`src/lcd_macros.svh`:
```
`ifndef LCD_MACROS_SVH
`define LCD_MACROS_SVH

// clock cycles per delay unit
`define LCD_UNIT 2
`define LCD_FIFO_DEPTH 16
// occupancy width, holds 0 to LCD_FIFO_DEPTH
`define LCD_LEVEL_W 5

// panel delays in units
`define LCD_T_POWERUP 500
`define LCD_T_CMD 50
`define LCD_T_EHI_START 1
`define LCD_T_EHI_END 14
`define LCD_T_EHI_INIT 10
`define LCD_T_CLEAR 200
`define LCD_T_ENTRY 100

`endif

```
`src/lcd_pkg.sv`:
```
`include "lcd_macros.svh"

package lcd_pkg;

	// one panel bus word, same bit order as the raw 10-bit bus
	typedef struct packed {
		logic       rs;
		logic       rw;
		logic [7:0] data;
	} lcd_word_t;

	typedef struct packed {
		logic lines;   // bit 6
		logic font;
		logic disp_on;
		logic cursor;
		logic blink;
		logic inc_dec;
		logic shift;   // bit 0
	} lcd_cfg_t;

	typedef struct packed {
		logic                    init_done;
		logic                    seq_busy;
		logic                    fifo_full;
		logic                    fifo_empty;
		logic [`LCD_LEVEL_W-1:0] fifo_level;
	} lcd_status_t;

	// five states need three bits
	typedef enum logic [2:0] {
		ST_OFF,
		ST_POWERUP,
		ST_INIT,
		ST_READY,
		ST_PULSE
	} seq_state_e;

	typedef enum logic [1:0] {
		REG_CTRL   = 2'd0,
		REG_CMD    = 2'd1,
		REG_STATUS = 2'd2
	} reg_addr_e;

endpackage

```
`src/lcd_axil_regs.sv`:
```
`timescale 1ns/1ps
`include "lcd_macros.svh"

module lcd_axil_regs (
	input  logic                    clk,
	input  logic                    rst_n,
	input  logic [3:0]              awaddr,
	input  logic                    awvalid,
	output logic                    awready,
	input  logic [31:0]             wdata,
	input  logic                    wvalid,
	output logic                    wready,
	output logic [1:0]              bresp,
	output logic                    bvalid,
	input  logic                    bready,
	input  logic [3:0]              araddr,
	input  logic                    arvalid,
	output logic                    arready,
	output logic [31:0]             rdata,
	output logic [1:0]              rresp,
	output logic                    rvalid,
	input  logic                    rready,
	output lcd_pkg::lcd_cfg_t       cfg,
	output logic                    start,
	output logic                    push,
	output lcd_pkg::lcd_word_t      push_word,
	input  logic                    fifo_full,
	input  logic                    fifo_empty,
	input  logic [`LCD_LEVEL_W-1:0] fifo_level,
	input  logic                    init_done,
	input  logic                    seq_busy
);
	import lcd_pkg::*;

	localparam logic [1:0] RESP_OKAY = 2'b00;
	localparam logic [1:0] RESP_SLVERR = 2'b10;

	lcd_status_t status;
	logic        wr_rdy;     // shared aw/w ready pulse
	logic        wr_fire;
	logic        rd_fire;
	logic        start_bit;
	logic [31:0] rd_data;
	logic        rd_err;

	function automatic logic addr_hit(input logic [3:0] addr);
		return addr[3:2] inside {REG_CTRL, REG_CMD, REG_STATUS};
	endfunction

	assign awready = wr_rdy;
	assign wready  = wr_rdy;
	assign wr_fire = wr_rdy && awvalid && wvalid;
	assign rd_fire = arready && arvalid;

	assign status = '{
		init_done:  init_done,
		seq_busy:   seq_busy,
		fifo_full:  fifo_full,
		fifo_empty: fifo_empty,
		fifo_level: fifo_level
	};

	// write channel, one outstanding
	always_ff @(posedge clk or negedge rst_n) begin
		if (!rst_n) begin
			wr_rdy    <= 1'b0;
			bvalid    <= 1'b0;
			bresp     <= RESP_OKAY;
			cfg       <= '0;
			start_bit <= 1'b0;
			start     <= 1'b0;
			push      <= 1'b0;
		end else begin
			wr_rdy <= awvalid && wvalid && !bvalid && !wr_rdy;
			start  <= 1'b0;
			push   <= 1'b0;
			if (bvalid && bready)
				bvalid <= 1'b0;
			if (wr_fire) begin
				bvalid <= 1'b1;
				bresp  <= RESP_OKAY;
				if (!addr_hit(awaddr)) begin
					bresp <= RESP_SLVERR;
				end else begin
					case (reg_addr_e'(awaddr[3:2]))
						REG_CTRL: begin
							cfg       <= lcd_cfg_t'(wdata[6:0]);
							start_bit <= wdata[8];
							start     <= wdata[8] && !init_done;   // only before init
						end
						REG_CMD: begin
							if (fifo_full || !init_done)
								bresp <= RESP_SLVERR;   // word dropped
							else
								push <= 1'b1;
						end
						default: bresp <= RESP_SLVERR;   // status is read only
					endcase
				end
			end
		end
	end

	always_ff @(posedge clk) begin
		if (wr_fire)
			push_word <= lcd_word_t'(wdata[9:0]);
	end

	always_comb begin
		rd_data = '0;
		rd_err  = 1'b0;
		if (!addr_hit(araddr)) begin
			rd_err = 1'b1;
		end else begin
			case (reg_addr_e'(araddr[3:2]))
				REG_CTRL:   rd_data = {23'd0, start_bit, 1'b0, cfg};
				REG_STATUS: rd_data = 32'(status);
				default:    rd_err = 1'b1;   // command register is write only
			endcase
		end
	end

	// read channel, one outstanding
	always_ff @(posedge clk or negedge rst_n) begin
		if (!rst_n) begin
			arready <= 1'b0;
			rvalid  <= 1'b0;
			rresp   <= RESP_OKAY;
		end else begin
			arready <= arvalid && !rvalid && !arready;
			if (rvalid && rready)
				rvalid <= 1'b0;
			if (rd_fire) begin
				rvalid <= 1'b1;
				rresp  <= rd_err ? RESP_SLVERR : RESP_OKAY;
			end
		end
	end

	always_ff @(posedge clk) begin
		if (rd_fire)
			rdata <= rd_data;
	end

endmodule

```
`src/lcd_cmd_fifo.sv`:
```
`timescale 1ns/1ps
`include "lcd_macros.svh"

module lcd_cmd_fifo (
	input  logic                    clk,
	input  logic                    rst_n,
	input  logic                    push,
	input  lcd_pkg::lcd_word_t      push_word,
	input  logic                    pop,
	output lcd_pkg::lcd_word_t      head,
	output logic                    full,
	output logic                    empty,
	output logic [`LCD_LEVEL_W-1:0] level
);
	import lcd_pkg::*;

	localparam int DEPTH = `LCD_FIFO_DEPTH;
	localparam int PTR_W = $clog2(DEPTH);

	lcd_word_t               mem [DEPTH];
	logic [PTR_W-1:0]        wr_ptr;
	logic [PTR_W-1:0]        rd_ptr;
	logic [`LCD_LEVEL_W-1:0] count;

	function automatic logic [PTR_W-1:0] ptr_inc(input logic [PTR_W-1:0] p);
		return (p == PTR_W'(DEPTH - 1)) ? '0 : p + 1'b1;
	endfunction

	assign head  = mem[rd_ptr];   // show-ahead
	assign full  = (count == `LCD_LEVEL_W'(DEPTH));
	assign empty = (count == '0);
	assign level = count;

	always_ff @(posedge clk or negedge rst_n) begin
		if (!rst_n) begin
			wr_ptr <= '0;
			rd_ptr <= '0;
			count  <= '0;
		end else begin
			if (push)
				wr_ptr <= ptr_inc(wr_ptr);
			if (pop)
				rd_ptr <= ptr_inc(rd_ptr);
			case ({push, pop})
				2'b10:   count <= count + 1'b1;
				2'b01:   count <= count - 1'b1;
				default: count <= count;
			endcase
		end
	end

	always_ff @(posedge clk) begin
		if (push)
			mem[wr_ptr] <= push_word;
	end

endmodule

```
`src/lcd_seq.sv`:
```
`timescale 1ns/1ps
`include "lcd_macros.svh"

module lcd_seq (
	input  logic               clk,
	input  logic               rst_n,
	input  lcd_pkg::lcd_cfg_t  cfg,
	input  logic               start,
	input  lcd_pkg::lcd_word_t head,
	input  logic               empty,
	output logic               pop,
	output logic               init_done,
	output logic               seq_busy,
	output logic               e,
	output logic               rs,
	output logic               rw,
	output logic [7:0]         lcd_data
);
	import lcd_pkg::*;

	// power-up is the longest count
	localparam int SLOT_W = $clog2(`LCD_T_POWERUP + 1);
	localparam int UNIT_W = $clog2(`LCD_UNIT + 1);
	localparam int INIT_SLOT = `LCD_T_CMD + `LCD_T_EHI_INIT;

	// init step boundaries on the running slot count
	localparam logic [SLOT_W-1:0] S_DC = SLOT_W'(INIT_SLOT);
	localparam logic [SLOT_W-1:0] S_CLR = SLOT_W'(2 * INIT_SLOT);
	localparam logic [SLOT_W-1:0] S_ENT = S_CLR + SLOT_W'(`LCD_T_CLEAR + `LCD_T_EHI_INIT);
	localparam logic [SLOT_W-1:0] S_INIT_LAST =
		S_ENT + SLOT_W'(`LCD_T_ENTRY + `LCD_T_EHI_INIT - 1);
	localparam logic [SLOT_W-1:0] S_PWR_LAST = SLOT_W'(`LCD_T_POWERUP - 1);
	localparam logic [SLOT_W-1:0] S_CMD_LAST = SLOT_W'(`LCD_T_CMD - 1);
	localparam logic [SLOT_W-1:0] S_EHI_ON = SLOT_W'(`LCD_T_EHI_START);
	localparam logic [SLOT_W-1:0] S_EHI_OFF = SLOT_W'(`LCD_T_EHI_END);
	localparam logic [SLOT_W-1:0] S_EHI_INIT = SLOT_W'(`LCD_T_EHI_INIT);
	localparam logic [UNIT_W-1:0] U_LAST = UNIT_W'(`LCD_UNIT - 1);

	seq_state_e        state;
	seq_state_e        state_nxt;
	logic [UNIT_W-1:0] unit_cnt;
	logic [UNIT_W-1:0] unit_nxt;
	logic [SLOT_W-1:0] slot_cnt;
	logic [SLOT_W-1:0] slot_nxt;
	logic [SLOT_W-1:0] init_ofs;   // offset inside the current init slot
	lcd_word_t         init_word;
	lcd_word_t         pin_word;
	logic              tick;
	logic              take;
	logic              timed;
	logic              e_nxt;

	assign tick     = (unit_cnt == U_LAST);
	assign timed    = (state == ST_POWERUP) || (state == ST_INIT) || (state == ST_PULSE);
	assign seq_busy = timed;

	always_comb begin
		state_nxt = state;
		slot_nxt  = slot_cnt;
		take      = 1'b0;
		case (state)
			ST_OFF: begin
				if (start)
					state_nxt = ST_POWERUP;
			end
			ST_POWERUP: begin
				if (tick && slot_cnt == S_PWR_LAST)
					state_nxt = ST_INIT;
				else if (tick)
					slot_nxt = slot_cnt + 1'b1;
			end
			ST_INIT: begin
				if (tick && slot_cnt == S_INIT_LAST)
					state_nxt = ST_READY;
				else if (tick)
					slot_nxt = slot_cnt + 1'b1;
			end
			ST_READY: begin
				if (!empty) begin
					state_nxt = ST_PULSE;
					take      = 1'b1;
				end
			end
			ST_PULSE: begin
				if (tick && slot_cnt == S_CMD_LAST)
					state_nxt = ST_READY;
				else if (tick)
					slot_nxt = slot_cnt + 1'b1;
			end
			default: state_nxt = ST_OFF;
		endcase
		// every state change opens a fresh slot
		if (state_nxt != state) begin
			slot_nxt = '0;
			unit_nxt = '0;
		end else if (timed) begin
			unit_nxt = tick ? '0 : unit_cnt + 1'b1;
		end else begin
			unit_nxt = '0;
		end
	end

	// init command picked from the slot count
	always_comb begin
		init_word.rs = 1'b0;
		init_word.rw = 1'b0;
		if (slot_nxt < S_DC) begin
			init_word.data = {4'b0011, cfg.lines, cfg.font, 2'b00};   // function set
			init_ofs       = slot_nxt;
		end else if (slot_nxt < S_CLR) begin
			init_word.data = {5'b00001, cfg.disp_on, cfg.cursor, cfg.blink};
			init_ofs       = slot_nxt - S_DC;
		end else if (slot_nxt < S_ENT) begin
			init_word.data = 8'h01;   // clear
			init_ofs       = slot_nxt - S_CLR;
		end else begin
			init_word.data = {6'b000001, cfg.inc_dec, cfg.shift};   // entry mode
			init_ofs       = slot_nxt - S_ENT;
		end
	end

	// pin values for the next cycle
	always_comb begin
		case (state_nxt)
			ST_INIT: begin
				pin_word = init_word;
				e_nxt    = (init_ofs < S_EHI_INIT);
			end
			ST_PULSE: begin
				pin_word = take ? head : lcd_word_t'({rs, rw, lcd_data});   // held over the slot
				e_nxt    = (slot_nxt >= S_EHI_ON) && (slot_nxt < S_EHI_OFF);
			end
			default: begin
				pin_word = '0;
				e_nxt    = 1'b0;
			end
		endcase
	end

	always_ff @(posedge clk or negedge rst_n) begin
		if (!rst_n) begin
			state     <= ST_OFF;
			unit_cnt  <= '0;
			slot_cnt  <= '0;
			pop       <= 1'b0;
			init_done <= 1'b0;
			e         <= 1'b0;
			rs        <= 1'b0;
			rw        <= 1'b0;
			lcd_data  <= '0;
		end else begin
			state    <= state_nxt;
			unit_cnt <= unit_nxt;
			slot_cnt <= slot_nxt;
			pop      <= take;   // head already latched into the pins
			if (state == ST_INIT && state_nxt == ST_READY)
				init_done <= 1'b1;
			e                   <= e_nxt;
			{rs, rw, lcd_data} <= pin_word;
		end
	end

endmodule

```
`src/lcd_top.sv`:
```
`timescale 1ns/1ps
`include "lcd_macros.svh"

module lcd_top (
	input  logic        clk,
	input  logic        rst_n,
	input  logic [3:0]  awaddr,
	input  logic        awvalid,
	output logic        awready,
	input  logic [31:0] wdata,
	input  logic        wvalid,
	output logic        wready,
	output logic [1:0]  bresp,
	output logic        bvalid,
	input  logic        bready,
	input  logic [3:0]  araddr,
	input  logic        arvalid,
	output logic        arready,
	output logic [31:0] rdata,
	output logic [1:0]  rresp,
	output logic        rvalid,
	input  logic        rready,
	output logic        e,
	output logic        rs,
	output logic        rw,
	output logic [7:0]  lcd_data
);
	import lcd_pkg::*;

	lcd_cfg_t                cfg;
	lcd_word_t               push_word;
	lcd_word_t               head;
	logic                    start;
	logic                    push;
	logic                    pop;
	logic                    fifo_full;
	logic                    fifo_empty;
	logic [`LCD_LEVEL_W-1:0] fifo_level;
	logic                    init_done;
	logic                    seq_busy;

	lcd_axil_regs lcd_axil_regs_inst (
		.clk        (clk),
		.rst_n      (rst_n),
		.awaddr     (awaddr),
		.awvalid    (awvalid),
		.awready    (awready),
		.wdata      (wdata),
		.wvalid     (wvalid),
		.wready     (wready),
		.bresp      (bresp),
		.bvalid     (bvalid),
		.bready     (bready),
		.araddr     (araddr),
		.arvalid    (arvalid),
		.arready    (arready),
		.rdata      (rdata),
		.rresp      (rresp),
		.rvalid     (rvalid),
		.rready     (rready),
		.cfg        (cfg),
		.start      (start),
		.push       (push),
		.push_word  (push_word),
		.fifo_full  (fifo_full),
		.fifo_empty (fifo_empty),
		.fifo_level (fifo_level),
		.init_done  (init_done),
		.seq_busy   (seq_busy)
	);

	lcd_cmd_fifo lcd_cmd_fifo_inst (
		.clk       (clk),
		.rst_n     (rst_n),
		.push      (push),
		.push_word (push_word),
		.pop       (pop),
		.head      (head),
		.full      (fifo_full),
		.empty     (fifo_empty),
		.level     (fifo_level)
	);

	lcd_seq lcd_seq_inst (
		.clk       (clk),
		.rst_n     (rst_n),
		.cfg       (cfg),
		.start     (start),
		.head      (head),
		.empty     (fifo_empty),
		.pop       (pop),
		.init_done (init_done),
		.seq_busy  (seq_busy),
		.e         (e),
		.rs        (rs),
		.rw        (rw),
		.lcd_data  (lcd_data)
	);

endmodule

```
`config.mk`:
```
export PLATFORM = sky130hd
export DESIGN_NAME = lcd_top
export DESIGN_NICKNAME = d
export VERILOG_FILES = /design/src/lcd_pkg.sv /design/src/lcd_axil_regs.sv /design/src/lcd_cmd_fifo.sv /design/src/lcd_seq.sv /design/src/lcd_top.sv
export VERILOG_INCLUDE_DIRS = /design/src /design/src/src
export SDC_FILE = /design/constraint.sdc
export NUM_CORES = 1
export LEC_CHECK = 0
export BUFFER_PORTS_ARGS = -buffer_cell sky130_fd_sc_hd__buf_2
export CAP_MARGIN = 20
export CORE_ASPECT_RATIO = 1.4
export CORE_UTILIZATION = 55
export CTS_BUF_LIST = sky130_fd_sc_hd__clkbuf_8
export DETAILED_ROUTE_END_ITERATION = 7
export PLACE_DENSITY = 0.74
export SLEW_MARGIN = 10
export SYNTH_ARGS = -nofsm -noshare
export SYNTH_HDL_FRONTEND = slang
export SYNTH_SLANG_ARGS = --single-unit
```
`constraint.sdc`:
```
create_clock -name clk -period 4.65 [get_ports clk]
set_input_delay 0.465 -clock clk [delete_from_list [all_inputs] [get_ports clk]]
set_output_delay 0.465 -clock clk [all_outputs]
set_load 0.005 [all_outputs]
```
==> impl_metrics.env <==
export IMPL_cp_arrival_ns=4.68
export IMPL_grt_use_met3=0.0286
export IMPL_placementRows=60
export IMPL_period_minus_slack_ns=4.27
export IMPL_grt_pass1_vias=6281
export IMPL_fmax_mhz=234
export IMPL_drt_iter0_drc=335
export IMPL_yosysTopAreaCellShare=0.502
export IMPL_setup_violations=0
export IMPL_end_kind="flip-flop"
export IMPL_synth_area_leaders="edfxtp_1 (50%), dfrtp_1 (13%), mux4_2 (11%)"
export IMPL_ant_nets=0
export IMPL_utilization=0.615
export IMPL_critPathRequiredTime_ns=5.06
export IMPL_place_area_mm2=0.0111
export IMPL_maxSlewHeadroom=0.298
export IMPL_ys_async_sr_fraction=0.238
export IMPL_grt_usage=0.229
export IMPL_rsz0062_at_grt="no"
export IMPL_worstMarginPinSlew_ns=1.05
export IMPL_routed_via_count=6098
export IMPL_period_share=0.919
export IMPL_maxCapViolations=0
export IMPL_final_cell_mix="edfxtp_1 (179), dfrtp_1 (55), mux4_2 (50)"
export IMPL_synth_edf_count=179
export IMPL_die_area_mm2=0.0200
export IMPL_first_pass_iters=5
export IMPL_nets=832
export IMPL_yosysWarnings=0
export IMPL_cts_clk_slew_worst_paths_ns=0.07
export IMPL_pwr_density_cell_mw_per_mm2=351
export IMPL_synth_area_leader_cell="edfxtp_1"
export IMPL_r2r_end="lcd_seq_inst.e"
export IMPL_synth_seq_cells=235
export IMPL_yosys_cell_types_count=82
export IMPL_cts_root_buf="clkbuf_8"
export IMPL_viasPerCell=5.88
export IMPL_skew_ns=0.00996
export IMPL_grt_max_degree=57
export IMPL_yosysSeqAreaShare=0.633
export IMPL_dieWidth_um=120
export IMPL_die_h_um=167
export IMPL_reg2reg_from="lcd_seq_inst.slot_cnt[0]"
export IMPL_core_mm2=0.0191
export IMPL_hold_viol=0
export IMPL_overflow=0
export IMPL_fin_area_mm2=0.0118
export IMPL_worstSetupStartpoint="lcd_seq_inst.slot_cnt[0]"
export IMPL_crit_fanout=11
export IMPL_synth_flop_cell="edfxtp_1"
export IMPL_drive_gt1_frac=0.259
export IMPL_finalPower_mw=4.14
export IMPL_rrSetupSlack_ns=0.38
export IMPL_drt_total_wl_um=22200
export IMPL_grtUsageMet2=0.425
export IMPL_hold_path_class="in -> async"
export IMPL_clk_path_buf_depth=3
export IMPL_grt_met1_usage=0.264
export IMPL_netlist_instances=691
export IMPL_drc=0
export IMPL_routabilityCongestion=0.883
export IMPL_fin_tns_setup_ns=0
export IMPL_status="finished clean"
export IMPL_syn2layout_area_growth_pct=9.96
export IMPL_p_leak_nw=4.40
export IMPL_synth_avg_cell_area_um2=15.5
export IMPL_final_common_cell="edfxtp_1"
export IMPL_wl_per_cell_um=21.4
export IMPL_setup_worst_path_class="reg -> reg"
export IMPL_grt_pass1_wl_um=34700
export IMPL_htreeDepth=2
export IMPL_grt_busiest_layer="met2"
export IMPL_io_pins=99
export IMPL_start_kind="flip-flop"
export IMPL_cts_sinks=235
export IMPL_cts_inserted_buffers=35
export IMPL_ir_worst_vdd_mv=0.174
export IMPL_start_util=0.560
export IMPL_clock_latency_ns=0.51
export IMPL_syn_cell_area_mm2=0.0107
export IMPL_ff2ff_path_depth=15
export IMPL_slew_violations=0
export IMPL_antenna_found_initial=0
export IMPL_cts_tree="yes"
export IMPL_port_buffers=47
export IMPL_place_hpwl_um=15700
[cells in the mapped netlist (7+ instances only)]
library cell	count
a21oi_1	15
a31oi_1	8
and2_1	16
buf_4	27
clkbuf_1	20
dfrtp_1	56
edfxtp_1	179
ha_1	21
inv_1	21
mux2_2	12
mux2i_1	10
mux4_2	50
nand2_1	47
nand2b_1	7
nand3_1	13
nand4_1	7
nor2_1	22
nor2b_1	7
o21ai_0	29
xnor2_1	8
[kinds of logic (layout without fill, tap and decap cells)]
group	after synthesis	after routing	share of synthesized area
other cells	1	26	0.000350
compound gates	104	104	0.0745
buf+inv	76	149	0.0390
fa+ha+maj	22	22	0.0264
simple gates	168	168	0.0888
xor+xnor	12	12	0.00981
flops	235	235	0.633
mux	73	73	0.128
[area by class of cell]
class	instances	area [um2]
repair buffers	66	375
diodes	1	2.50
clock buffers	37	509
multi-input cells	404	3610
clock inverters	25	114
flip-flops and latches	235	6780
inverters	21	78.8
well taps	248	310
fillers	1407	7360
[sequential cells by signal, indices dropped and copies added, names as in the netlist, 2 cells and up]
register                      cells
lcd_cmd_fifo_inst.rd_ptr          4
lcd_seq_inst.state                3
lcd_axil_regs_inst.push_word     10
lcd_cmd_fifo_inst.level           5
lcd_cmd_fifo_inst.wr_ptr          4
lcd_seq_inst.unit_cnt             2
lcd_axil_regs_inst.cfg            7
lcd_seq_inst.lcd_data             8
lcd_axil_regs_inst.rdata          9
lcd_cmd_fifo_inst.mem           160
lcd_seq_inst.slot_cnt             9
[worst max-delay path: stages (launching register included)]
cell	delay (ns)
dfrtp_1	0.44
ha_1	0.23
and3b_2	0.26
a41oi_4	0.33
a21oi_4	0.15
a21oi_2	0.28
mux2i_2	0.29
nand2_1	0.16
ha_1	0.31
nand2b_1	0.21
nor3b_1	0.17
a221oi_2	0.30
buf_4	0.25
o211ai_1	0.14
mux2_4	0.32
o41ai_2	0.31
[worst max-delay path by stage]
stage,end,cells after the start
final,lcd_seq_inst.e,15
after global routing,lcd_seq_inst.e,14
after CTS,lcd_seq_inst.e,15
after detailed placement,lcd_seq_inst.e,15
after global placement,lcd_seq_inst.e,15
after floorplan,lcd_seq_inst.e,16
[repair_timing]
| action | CTS | global route |
|---|---|---|
| resized for setup | 0 | 1 |
| endpoints found under the setup margin | 0 | 1 |
| setup buffers | 0 | 1 |
| hold buffers | 0 | 0 |
[routing by layer]
metal,part of all wire,vias to the layer above
li1,-,2774
met1,0.38,3096
met2,0.56,175
met3,0.036,53
met4,0.032,0
met5,0,-
[where the power goes]
group	leakage, nW	total (mW)	internal, mW	switching [mW]
combinational	1.66	0.282	0.119	0.164
sequential	2.37	2.34	2.29	0.0511
clock	0.368	1.52	0.743	0.774
total	4.40	4.14	3.15	0.989
[per-stage QoR]
step                cells  setup WS (ns)  hold slack [ns]
CTS                  1034          0.211            0.121
detailed placement    972          0.254            0.452
finish               1037          0.378            0.102
global placement      971          0.346            0.428
floorplan             715          0.797            0.169
global route         1036         0.0592            0.123
(Power assumes the default switching activity.)
